==> src/logic/mbox_consts.svh <==
`ifndef MBOX_CONSTS_SVH
`define MBOX_CONSTS_SVH

// word width on the bus and in both FIFOs
`define MBOX_DATA_W 32

// entries per FIFO, level must be able to hold the full depth
`define MBOX_DEPTH 8
`define MBOX_LVL_W 4

// almost flags: full at level >= AFULL, empty at level <= AEMPTY
`define MBOX_AFULL 6
`define MBOX_AEMPTY 2

// Wishbone byte address space
`define MBOX_ADR_W 5

`define MBOX_REG_TXDATA 5'h00
`define MBOX_REG_RXDATA 5'h04
`define MBOX_REG_STATUS 5'h08
`define MBOX_REG_IRQ_EN 5'h0C
`define MBOX_REG_IRQ_STAT 5'h10

`define MBOX_IRQ_W 7

`endif

==> src/logic/mbox_bus_pkg.sv <==
`default_nettype none

`include "mbox_consts.svh"

package mbox_bus_pkg;

    // byte address on the Wishbone port
    typedef logic [`MBOX_ADR_W-1:0] wb_adr_t;

    // full word, the bus has no byte selects
    typedef logic [`MBOX_DATA_W-1:0] wb_dat_t;

    // one bit per interrupt source
    //   0 rx_not_empty
    //   1 rx_almost_full
    //   2 tx_almost_empty
    //   3 tx_overflow   (sticky)
    //   4 tx_underflow  (sticky)
    //   5 rx_overflow   (sticky)
    //   6 rx_underflow  (sticky)
    typedef logic [`MBOX_IRQ_W-1:0] irq_vec_t;

endpackage

`default_nettype wire

==> src/logic/mbox_fifo_pkg.sv <==
`default_nettype none

`include "mbox_consts.svh"

package mbox_fifo_pkg;

    // one stored entry
    typedef logic [`MBOX_DATA_W-1:0] fifo_word_t;

    // occupancy, 0 up to and including the depth
    typedef logic [`MBOX_LVL_W-1:0] fifo_level_t;

endpackage

`default_nettype wire

==> src/logic/mbox_irq_ctrl.sv <==
`default_nettype none

module mbox_irq_ctrl
    import mbox_bus_pkg::*;
(
    input  wire      clk,
    input  wire      rst_n,
    input  wire      rx_empty,
    input  wire      rx_almost_full,
    input  wire      tx_almost_empty,
    input  wire      tx_overflow,
    input  wire      tx_underflow,
    input  wire      rx_overflow,
    input  wire      rx_underflow,
    input  wire      en_wr,
    input  irq_vec_t wdata,
    input  irq_vec_t stat_clr,
    output irq_vec_t irq_en,
    output irq_vec_t irq_stat,
    output logic     irq
);

    // sticky error bits start here in the status vector
    localparam int ERR_LSB = 3;
    localparam int ERR_N   = 4;

    logic [ERR_N-1:0] err_q;
    logic [ERR_N-1:0] err_pulse;
    logic [ERR_N-1:0] err_clr;

    assign err_pulse = {rx_underflow, rx_overflow, tx_underflow, tx_overflow};
    assign err_clr   = stat_clr[ERR_LSB +: ERR_N];

    always_ff @(posedge clk or negedge rst_n) begin
        if (!rst_n) begin
            irq_en <= '0;
        end else if (en_wr) begin
            irq_en <= wdata;
        end
    end

    // write-1-to-clear, a pulse in the same cycle wins
    always_ff @(posedge clk or negedge rst_n) begin
        if (!rst_n) begin
            err_q <= '0;
        end else begin
            err_q <= (err_q & ~err_clr) | err_pulse;
        end
    end

    // level conditions pass straight through and are not clearable
    assign irq_stat = {err_q, tx_almost_empty, rx_almost_full, !rx_empty};

    assign irq = |(irq_stat & irq_en);

endmodule

`default_nettype wire

==> src/logic/mbox_top.sv <==
`default_nettype none

`include "mbox_consts.svh"

module mbox_top
    import mbox_bus_pkg::*;
    import mbox_fifo_pkg::*;
(
    input  wire         clk,
    input  wire         rst_n,
    input  wire         cyc,
    input  wire         stb,
    input  wire         we,
    input  wb_adr_t     adr,
    input  wb_dat_t     dat_i,
    output wb_dat_t     dat_o,
    output logic        ack,
    output logic        irq,
    input  wire         out_rd,
    output fifo_word_t  out_data,
    output logic        out_empty,
    output fifo_level_t out_level,
    input  wire         in_wr,
    input  fifo_word_t  in_data,
    output logic        in_full,
    output fifo_level_t in_level
);

    logic        tx_wr;
    fifo_word_t  tx_wdata;
    logic        tx_full;
    logic        tx_almost_empty;
    logic        tx_overflow;
    logic        tx_underflow;
    logic        rx_rd;
    fifo_word_t  rx_rdata;
    logic        rx_empty;
    logic        rx_almost_full;
    logic        rx_overflow;
    logic        rx_underflow;
    logic        en_wr;
    irq_vec_t    stat_clr;
    irq_vec_t    irq_en;
    irq_vec_t    irq_stat;

    // host to local
    sync_fifo #(
        .DATA_WIDTH   (`MBOX_DATA_W),
        .DEPTH        (`MBOX_DEPTH),
        .AFULL_LEVEL  (`MBOX_AFULL),
        .AEMPTY_LEVEL (`MBOX_AEMPTY)
    ) tx_fifo (
        .clk          (clk),
        .rst_n        (rst_n),
        .wr_en        (tx_wr),
        .wr_data      (tx_wdata),
        .rd_en        (out_rd),
        .rd_data      (out_data),
        .level        (out_level),
        .full         (tx_full),
        .empty        (out_empty),
        .almost_full  (),
        .almost_empty (tx_almost_empty),
        .overflow     (tx_overflow),
        .underflow    (tx_underflow)
    );

    // local to host
    sync_fifo #(
        .DATA_WIDTH   (`MBOX_DATA_W),
        .DEPTH        (`MBOX_DEPTH),
        .AFULL_LEVEL  (`MBOX_AFULL),
        .AEMPTY_LEVEL (`MBOX_AEMPTY)
    ) rx_fifo (
        .clk          (clk),
        .rst_n        (rst_n),
        .wr_en        (in_wr),
        .wr_data      (in_data),
        .rd_en        (rx_rd),
        .rd_data      (rx_rdata),
        .level        (in_level),
        .full         (in_full),
        .empty        (rx_empty),
        .almost_full  (rx_almost_full),
        .almost_empty (),
        .overflow     (rx_overflow),
        .underflow    (rx_underflow)
    );

    mbox_wb_slave u_slave (
        .clk      (clk),
        .rst_n    (rst_n),
        .cyc      (cyc),
        .stb      (stb),
        .we       (we),
        .adr      (adr),
        .dat_i    (dat_i),
        .dat_o    (dat_o),
        .ack      (ack),
        .tx_wr    (tx_wr),
        .tx_wdata (tx_wdata),
        .rx_rd    (rx_rd),
        .rx_rdata (rx_rdata),
        .tx_level (out_level),
        .rx_level (in_level),
        .tx_full  (tx_full),
        .tx_empty (out_empty),
        .rx_full  (in_full),
        .rx_empty (rx_empty),
        .en_wr    (en_wr),
        .stat_clr (stat_clr),
        .irq_en   (irq_en),
        .irq_stat (irq_stat)
    );

    // enable write data comes straight off the bus, qualified by en_wr
    mbox_irq_ctrl u_irq (
        .clk             (clk),
        .rst_n           (rst_n),
        .rx_empty        (rx_empty),
        .rx_almost_full  (rx_almost_full),
        .tx_almost_empty (tx_almost_empty),
        .tx_overflow     (tx_overflow),
        .tx_underflow    (tx_underflow),
        .rx_overflow     (rx_overflow),
        .rx_underflow    (rx_underflow),
        .en_wr           (en_wr),
        .wdata           (dat_i[`MBOX_IRQ_W-1:0]),
        .stat_clr        (stat_clr),
        .irq_en          (irq_en),
        .irq_stat        (irq_stat),
        .irq             (irq)
    );

endmodule

`default_nettype wire

==> src/logic/mbox_wb_slave.sv <==
`default_nettype none

`include "mbox_consts.svh"

module mbox_wb_slave
    import mbox_bus_pkg::*;
    import mbox_fifo_pkg::*;
(
    input  wire         clk,
    input  wire         rst_n,
    input  wire         cyc,
    input  wire         stb,
    input  wire         we,
    input  wb_adr_t     adr,
    input  wb_dat_t     dat_i,
    output wb_dat_t     dat_o,
    output logic        ack,
    output logic        tx_wr,
    output fifo_word_t  tx_wdata,
    output logic        rx_rd,
    input  fifo_word_t  rx_rdata,
    input  fifo_level_t tx_level,
    input  fifo_level_t rx_level,
    input  wire         tx_full,
    input  wire         tx_empty,
    input  wire         rx_full,
    input  wire         rx_empty,
    output logic        en_wr,
    output irq_vec_t    stat_clr,
    input  irq_vec_t    irq_en,
    input  irq_vec_t    irq_stat
);

    logic    req;
    logic    wr_req;
    logic    rd_req;
    wb_dat_t status;
    wb_dat_t rd_mux;
    wb_dat_t rd_q;
    logic    rx_sel_q;
    logic    rx_zero_q;

    // new transfer, the cycle that already has ack is not a new one
    assign req    = cyc && stb && !ack;
    assign wr_req = req && we;
    assign rd_req = req && !we;

    // strobes to the FIFOs and the interrupt block, fullness is the FIFO's job
    assign tx_wr    = wr_req && (adr == `MBOX_REG_TXDATA);
    assign tx_wdata = dat_i;
    assign rx_rd    = rd_req && (adr == `MBOX_REG_RXDATA);
    assign en_wr    = wr_req && (adr == `MBOX_REG_IRQ_EN);
    assign stat_clr = (wr_req && (adr == `MBOX_REG_IRQ_STAT)) ?
                      dat_i[`MBOX_IRQ_W-1:0] : '0;

    always_comb begin
        status        = '0;
        status[3:0]   = tx_level;
        status[7:4]   = rx_level;
        status[8]     = tx_full;
        status[9]     = tx_empty;
        status[10]    = rx_full;
        status[11]    = rx_empty;
    end

    // RXDATA is not in here, it is taken from the FIFO during ack
    always_comb begin
        case (adr)
            `MBOX_REG_STATUS:   rd_mux = status;
            `MBOX_REG_IRQ_EN:   rd_mux = wb_dat_t'(irq_en);
            `MBOX_REG_IRQ_STAT: rd_mux = wb_dat_t'(irq_stat);
            default:            rd_mux = '0;
        endcase
    end

    always_ff @(posedge clk or negedge rst_n) begin
        if (!rst_n) begin
            ack       <= 1'b0;
            rd_q      <= '0;
            rx_sel_q  <= 1'b0;
            rx_zero_q <= 1'b0;
        end else begin
            ack <= req;
            if (req) begin
                rd_q      <= we ? '0 : rd_mux;
                rx_sel_q  <= rx_rd;
                // an empty pop leaves old data on the FIFO port
                rx_zero_q <= rx_empty;
            end else begin
                rx_sel_q  <= 1'b0;
            end
        end
    end

    // popped word is on rx_rdata right after the ack edge
    always_comb begin
        if (rx_sel_q) begin
            dat_o = rx_zero_q ? '0 : wb_dat_t'(rx_rdata);
        end else begin
            dat_o = rd_q;
        end
    end

endmodule

`default_nettype wire

==> src/logic/sync_fifo.sv <==
`default_nettype none

`include "mbox_consts.svh"

module sync_fifo
    import mbox_fifo_pkg::*;
#(
    parameter int DATA_WIDTH   = `MBOX_DATA_W,
    parameter int DEPTH        = `MBOX_DEPTH,
    parameter int AFULL_LEVEL  = `MBOX_AFULL,
    parameter int AEMPTY_LEVEL = `MBOX_AEMPTY
) (
    input  wire         clk,
    input  wire         rst_n,
    input  wire         wr_en,
    input  fifo_word_t  wr_data,
    input  wire         rd_en,
    output fifo_word_t  rd_data,
    output fifo_level_t level,
    output logic        full,
    output logic        empty,
    output logic        almost_full,
    output logic        almost_empty,
    output logic        overflow,
    output logic        underflow
);

    localparam int PTR_W = $clog2(DEPTH);
    localparam int CNT_W = $clog2(DEPTH + 1);

    logic [DATA_WIDTH-1:0] mem [DEPTH];
    logic [PTR_W-1:0]      wr_ptr;
    logic [PTR_W-1:0]      rd_ptr;
    logic [CNT_W-1:0]      cnt;
    logic                  wr_ok;
    logic                  rd_ok;

    assign wr_ok = wr_en && !full;
    assign rd_ok = rd_en && !empty;

    // flags come from the count only
    assign full         = (cnt == CNT_W'(DEPTH));
    assign empty        = (cnt == '0);
    assign almost_full  = (cnt >= CNT_W'(AFULL_LEVEL));
    assign almost_empty = (cnt <= CNT_W'(AEMPTY_LEVEL));
    assign level        = fifo_level_t'(cnt);

    always_ff @(posedge clk or negedge rst_n) begin
        if (!rst_n) begin
            wr_ptr <= '0;
            rd_ptr <= '0;
            cnt    <= '0;
        end else begin
            // pointers wrap at the last entry, and only when they advance
            if (wr_ok) begin
                wr_ptr <= (wr_ptr == PTR_W'(DEPTH - 1)) ? '0 : wr_ptr + 1'b1;
            end
            if (rd_ok) begin
                rd_ptr <= (rd_ptr == PTR_W'(DEPTH - 1)) ? '0 : rd_ptr + 1'b1;
            end
            case ({wr_ok, rd_ok})
                2'b10:   cnt <= cnt + 1'b1;
                2'b01:   cnt <= cnt - 1'b1;
                default: cnt <= cnt;
            endcase
        end
    end

    always_ff @(posedge clk) begin
        if (wr_ok) begin
            mem[wr_ptr] <= wr_data;
        end
    end

    // read word stays until the next accepted read
    always_ff @(posedge clk or negedge rst_n) begin
        if (!rst_n) begin
            rd_data <= '0;
        end else if (rd_ok) begin
            rd_data <= mem[rd_ptr];
        end
    end

    // one-cycle error pulses for rejected requests
    always_ff @(posedge clk or negedge rst_n) begin
        if (!rst_n) begin
            overflow  <= 1'b0;
            underflow <= 1'b0;
        end else begin
            overflow  <= wr_en && full;
            underflow <= rd_en && empty;
        end
    end

endmodule

`default_nettype wire

==> config.mk <==
export PLATFORM = sky130hd
export DESIGN_NAME = mbox_top
export DESIGN_NICKNAME = d
export VERILOG_FILES = /design/src/logic/mbox_bus_pkg.sv /design/src/logic/mbox_fifo_pkg.sv /design/src/logic/mbox_irq_ctrl.sv /design/src/logic/mbox_top.sv /design/src/logic/mbox_wb_slave.sv /design/src/logic/sync_fifo.sv
export VERILOG_INCLUDE_DIRS = /design/src /design/src/logic
export SDC_FILE = /design/constraint.sdc
export NUM_CORES = 1
export LEC_CHECK = 0
export BUFFER_PORTS_ARGS = -buffer_cell sky130_fd_sc_hd__buf_4
export CELL_PAD_IN_SITES_DETAIL_PLACEMENT = 1
export CELL_PAD_IN_SITES_GLOBAL_PLACEMENT = 1
export CORE_MARGIN = 1
export CORE_UTILIZATION = 45
export CTS_CLUSTER_DIAMETER = 50
export DETAILED_ROUTE_END_ITERATION = 7
export GPL_TIMING_DRIVEN = 0
export PLACE_DENSITY = 0.67
export SLEW_MARGIN = 5
export SYNTH_ARGS = -nofsm -noshare
export SYNTH_HDL_FRONTEND = slang
export SYNTH_HIERARCHICAL = 1
export SYNTH_SLANG_ARGS = --single-unit
==> constraint.sdc <==
create_clock -name clk -period 5.3 [get_ports clk]
set_input_delay 0.265 -clock clk [delete_from_list [all_inputs] [get_ports clk]]
set_output_delay 0.265 -clock clk [all_outputs]
set_load 0.05 [all_outputs]
# --- Yosys cells after proc, flatten, opt, wreduce, memory -nomap -nowiden ---
# Memory sizes are Yosys's and may differ from the RTL's. A register that Yosys moved wholly into a read port is not among the register bits.
# Index checks and enable logic that the tools add are counted.
totals:
  ramBits: 512
  mem_count: 2
  output_inout_bits: 76
  register_bits: 70
  word_cells: 92
  in_bits: 76
op_classes:
  n_mux: 16
  n_bitwise: 4
  order_cmp: 2
  reduce_logical: 30
  n_eq_ne: 14
  add_sub_neg: 8
mem_list:
  columns: ["memory", "depth", "width", "read_ports", "rd_clocked_by_memory_dff", "write_ports", "line", "rtl"]
  rows:
  - ["rx_fifo.mem", 8, 32, 1, 1, 1, "sync_fifo.sv:31", "logic [DATA_WIDTH-1:0] mem [DEPTH];"]
  - ["tx_fifo.mem", 8, 32, 1, 1, 1, "sync_fifo.sv:31", null]
op_table:
  columns: ["cell", "count"]
  rows:
  - ["2-to-1 mux 32 bit", 2]
  - ["case mux 12 bit (3 select lines)", 1]
  - ["logical AND 1 bit", 16]
  - ["case mux 4 bit (2 select lines)", 2]
  - ["adder 3 x 1 -> 3 bit, second input constant", 4]
  - ["equality test 3 bit, second input constant", 4]
  - ["2-to-1 mux 12 bit", 1]
  - ["2-to-1 mux 3 bit", 4]
  - ["equality test 5 x 4 -> 1 bit, second input constant", 2]
  - ["adder 4 x 1 -> 4 bit, second input constant", 2]
  - ["equality test 4 bit, second input constant", 2]
  - ["logical NOT 1 bit", 8]
  - ["logical NOT 4 bit", 2]
  - ["subtractor 4 x 1 -> 4 bit, second input constant", 2]
  - ["bitwise AND 7 bit", 1]
  - ["2-to-1 mux 7 bit", 1]
  - ["OR reduction 7 bit", 1]
  - ["equality test 5 x 3 -> 1 bit, second input constant", 1]
  - ["equality test 5 bit, second input constant", 1]
  - ["logical NOT 5 bit", 1]
  - ["2-to-1 mux 1 bit", 5]
  - ["bitwise AND 4 bit", 1]
  - ["equality test 2 x 1 -> 1 bit, second input constant", 2]
  - ["equality test 2 bit, second input constant", 2]
  - ["5 further kinds", 6]

# --- Logic depth before layout (Yosys ltp) ---
depth:
  word_depth: 8
  mapped_depth: 15
  mapped_depth_nobuf: 13

# --- Hierarchy ---
# The synthesis kept the hierarchy.
modules_own_cells:
  columns: ["mod", "instances", "area_each_um2", "seq_area_each_um2", "cells_each"]
  rows:
  - ["sync_fifo at rx_fifo", 1, 11683.7, 8788.4, 651]
  - ["sync_fifo at tx_fifo", 1, 11638.7, 8788.4, 649]
  - ["mbox_wb_slave", 1, 1383.8, 375.4, 170]
  - ["mbox_irq_ctrl", 1, 460.4, 275.3, 36]

# --- Worst setup path before layout ---
# No wires, ideal clock.
synth_path:
  path_kind: "register -> register"
  from: "register u_slave.ack"
  to: "memory tx_fifo/mem[0][0] (netlist bit) (enable)"
  path_stages_with_launch: 6
  setup_time_ns: 0.501
  slack_ns: 0.300
  t_arrival_ns: 4.499
  path_buffers: 1
  path_cell_list: "dfrtp_1 -> nand4b_1 -> nor4_1 -> nand2b_1 -> buf_4 -> nor4_1"
synth_via:
  elab_chain_len: 7
synth_rtl:
  columns: ["element", "line", "rtl"]
  rows:
  - ["start, declared", "mbox_wb_slave.sv:17", "output logic ack,"]
  - ["start signal, assigned", "mbox_wb_slave.sv:83", "ack <= req;"]
  - ["logical NOT 1 bit", "mbox_wb_slave.sv:44", "assign req = cyc && stb && !ack;"]
  - ["logical AND 1 bit", "mbox_wb_slave.sv:44", null]
  - ["logical AND 1 bit", "mbox_wb_slave.sv:45", "assign wr_req = req && we;"]
  - ["logical AND 1 bit", "mbox_wb_slave.sv:49", "assign tx_wr = wr_req && (adr == `MBOX_REG_TXDATA);"]
  - ["net tx_wr", "mbox_top.sv:29", "logic tx_wr;"]
  - ["logical AND 1 bit", "sync_fifo.sv:38", "assign wr_ok = wr_en && !full;"]
  - ["2-to-1 mux 1 bit", "sync_fifo.sv:70", "if (wr_ok) begin"]
  - ["2-to-1 mux 1 bit (not written as such)", "sync_fifo.sv:71", "mem[wr_ptr] <= wr_data;"]
  - ["end, declared", "sync_fifo.sv:31", null]
# The timed path passes the listed nets, and every way through them passes these cells.

# --- Worst setup path in the final report ---
layout_path:
  from: "register u_slave.ack"
  to: "memory tx_fifo/mem[0][12] (netlist bit) (enable)"
# Same word-level chain as after synthesis.

==> metrics.log <==
INFO  metric die_w = around 240 um
INFO  metric global_route_wire_length_before_repair = a little under 100 mm
INFO  metric dr_drc_count = 0
INFO  metric num_io_pins = 152
INFO  metric clock_latency = 0.61 ns
INFO  metric setup_violations = 0
INFO  metric tritoncts = yes
INFO  metric timing_hold_violations_final = 0
INFO  metric grt_max_degree = between 60 and 70
INFO  metric relSlewSlack = about a third
INFO  metric crit_path_max_fanout = 10
INFO  metric synthesis.nets = 1591
INFO  metric rsz0062_at_grt = false
INFO  metric drtAntennaViolNets = 0
INFO  metric coreArea = approximately 0.055 sq mm
INFO  metric io_buffers = around 130
INFO  metric nets = between 1500 and 2000
INFO  metric timing.critical_path.required = around 5.6 ns
INFO  metric worstPathArrival = between 3 and 4 ns
INFO  metric final_layout_size_suffix_gt1_share = between 20% and 30%
INFO  metric min_period = about 3.2 ns
INFO  metric dp_slack = 1.940 ns
INFO  metric number_of_drc_markers_in_iteration_0 = slightly below 1000
INFO  metric cts.repair_timing.setup_buffer_count = 0
INFO  metric holdBufCountCts = 69
INFO  metric syn_area_per_cell = 16.74 sq um
INFO  metric finalWirelength = between 60 and 70 mm
INFO  metric synthToLayoutAreaGrowth = 21.88%
INFO  metric grt_remaining_overflow = 0
INFO  metric timing.hold.worst_path_depth = 4
INFO  metric p_per_area = around 480 mW/mm^2
INFO  metric min-delay-path-class = input pin to flop
INFO  metric r2r_cells = 9
INFO  metric fin_setup_tns = 0 ns
INFO  metric achievable-frequency = 309.8 MHz
INFO  metric post-route-util = a little under three fifths
INFO  metric maximum_level_of_the_cts_h_tree = 3
INFO  metric worst-setup-path-type = flop to flop
INFO  metric post_route_setup_slack = 2.072 ns
INFO  metric die_area = between 0.05 and 0.06 sq mm
INFO  metric cp-start-kind = flop
INFO  metric detail_route.first_pass.iterations = 5
INFO  metric fin_worst_skew = ~0.024 ns
INFO  metric num_vias = approximately 14000
INFO  metric p_leak = about 0.011 uW
INFO  metric timing.critical_path.to_type = flop
INFO  metric ctsResizeCount = 0
INFO  metric status = complete, no violations
INFO  metric clkTransAtPathRegs = approximately 0.06 ns
INFO  metric transition_at_the_pin_with_the_smallest_max_transition_slack = around 0.97 ns
INFO  metric grt_antenna_before_repair = 3
INFO  metric ctsRootBufferMaster = sky130_fd_sc_hd__clkbuf_16
INFO  metric maxSlewViolCount = 0
INFO  metric final_min_period_over_clock_period = between 60% and 70%
INFO  metric grt_usage = between 20% and 30%
INFO  metric initial_core_util = 45.62%
INFO  metric cts-buffers-inserted = 72
INFO  metric first_global_vias = about 16000
INFO  metric fp.dieH = 238.3 um
INFO  metric num_rows = 86
INFO  metric clk_path_buf_depth = 3
INFO  metric syn_inst = around 1500
INFO  metric routed_wire_length_per_instance = between 20 and 30 um
INFO  metric reg2reg_setup_slack = between 2 and 2.5 ns
INFO  metric n_fill_cell = about 5200
INFO  metric ir_worst_vdd = 0.3009 mV
INFO  metric globalplace.congestion = between 0.7 and 0.8
INFO  metric synth-warning-count = 6
INFO  metric post_synthesis_cell_area = 0.02513 sq mm
INFO  metric clock_sinks = ~630
INFO  metric drt-vias-per-instance = 5.485
INFO  metric post-dp-hpwl = between 40 and 50 mm
INFO  metric maxCapViolations = 0
==> final timing paths <==
kind | start | end
max in group asynchronous | rst_n | tx_fifo/rd_data[8]$_DFFE_PN0P_
min | we | rx_fifo/underflow$_DFF_PN0_
max | u_slave/ack$_DFF_PN0_ | tx_fifo/mem[0][12]$_DFFE_PP_
max reg2reg | u_slave/ack$_DFF_PN0_ | tx_fifo/mem[0][12]$_DFFE_PP_
min in group asynchronous | rst_n | rx_fifo/level[1]$_DFFE_PN0P_
min reg2reg | tx_fifo/overflow$_DFF_PN0_ | u_irq/err_q[0]$_DFF_PN0_
==> flip-flops by register name, summed over array words and instances, names as in the netlist, 4 cells and up <==
signal           flops
tx_fifo/rd_data     32
u_irq/err_q          4
rx_fifo/mem        256
tx_fifo/mem        256
rx_fifo/rd_data     32
u_irq/irq_en         7
u_slave/rd_q        12
tx_fifo/level        4
rx_fifo/level        4
==> metal layers <==
layer	vias to the layer above	GRT usage [%]	wire length, um
met2	357	41.64	34110
met1	7469	29.30	26980
met4	2	7.887	1808
li1	6465	-	-
met3	117	4.118	2895
met5	-	0	13
==> metrics by stage <==
stage               cells  hold slack, ns  instance area, sq um  power, uW
finish               2627          0.1274                 30630      14590
global route         2627          0.1622                 30630      15140
CTS                  2625         0.08993                 30630      14740
detailed placement   2425          0.3538                 27700       9946
global placement     2375          0.4105                 27020       9756
floorplan            1501        -0.03059                 25130       8603
==> report_power, final <==
group	switching [uW]	leakage [uW]	internal, uW
clock	1970	0.00109	2750
combinational	2280	0.00391	1420
sequential	304	0.00610	5860
total	4560	0.0111	10000
==> placed cells by master, fill, tap and decap left out, types with 5 or more instances in the layout <==
cell,n
sky130_fd_sc_hd__a21o_1,8
sky130_fd_sc_hd__a221o_1,19
sky130_fd_sc_hd__a22o_1,7
sky130_fd_sc_hd__a22oi_1,46
sky130_fd_sc_hd__a32o_1,7
sky130_fd_sc_hd__and2_1,28
sky130_fd_sc_hd__buf_12,5
sky130_fd_sc_hd__buf_2,18
sky130_fd_sc_hd__buf_4,198
sky130_fd_sc_hd__buf_6,32
sky130_fd_sc_hd__buf_8,10
sky130_fd_sc_hd__clkbuf_1,47
sky130_fd_sc_hd__clkbuf_16,74
sky130_fd_sc_hd__clkinv_1,11
sky130_fd_sc_hd__clkinv_2,6
sky130_fd_sc_hd__dfrtp_1,114
sky130_fd_sc_hd__dlygate4sd3_1,69
sky130_fd_sc_hd__edfxtp_1,512
sky130_fd_sc_hd__ha_1,14
sky130_fd_sc_hd__inv_1,21
sky130_fd_sc_hd__inv_6,8
sky130_fd_sc_hd__mux2_1,8
sky130_fd_sc_hd__mux2_2,141
sky130_fd_sc_hd__mux2i_1,128
sky130_fd_sc_hd__nand2_1,93
sky130_fd_sc_hd__nand2b_1,15
sky130_fd_sc_hd__nor2_1,5
sky130_fd_sc_hd__nor2_4,6
sky130_fd_sc_hd__nor3_1,6
sky130_fd_sc_hd__nor3_2,9
sky130_fd_sc_hd__o21ai_0,32
sky130_fd_sc_hd__o21ai_1,48
sky130_fd_sc_hd__o221ai_1,45
sky130_fd_sc_hd__o22ai_1,26
sky130_fd_sc_hd__xor2_1,6
==> worst max-delay path, cell delays in order, from the launching register on <==
cell and delay, ns:
sky130_fd_sc_hd__dfrtp_1 0.39, sky130_fd_sc_hd__nand4b_1 0.26, sky130_fd_sc_hd__nor4_1 0.55, sky130_fd_sc_hd__nand2b_1 0.10, sky130_fd_sc_hd__buf_4 0.20, sky130_fd_sc_hd__nor4_2 0.70
sky130_fd_sc_hd__buf_6 0.24, sky130_fd_sc_hd__buf_4 0.15, sky130_fd_sc_hd__buf_4 0.16, sky130_fd_sc_hd__buf_4 0.16
==> cell type report <==
type / count / area (sq um) / share of cell area (%)
clock inverter: 34 / 294.0 / 0.9598
buffer: 118 / 848.3 / 2.769
multi-input combinational: 736 / 6077 / 19.84
tap: 748 / 935.9 / 3.055
timing repair buffer: 245 / 2220 / 7.246
sequential: 626 / 18230 / 59.50
antenna: 2 / 5.005 / 0.01634
clock buffer: 97 / 1948 / 6.359
inverter: 21 / 78.83 / 0.2573
(Power assumes the default switching activity.)
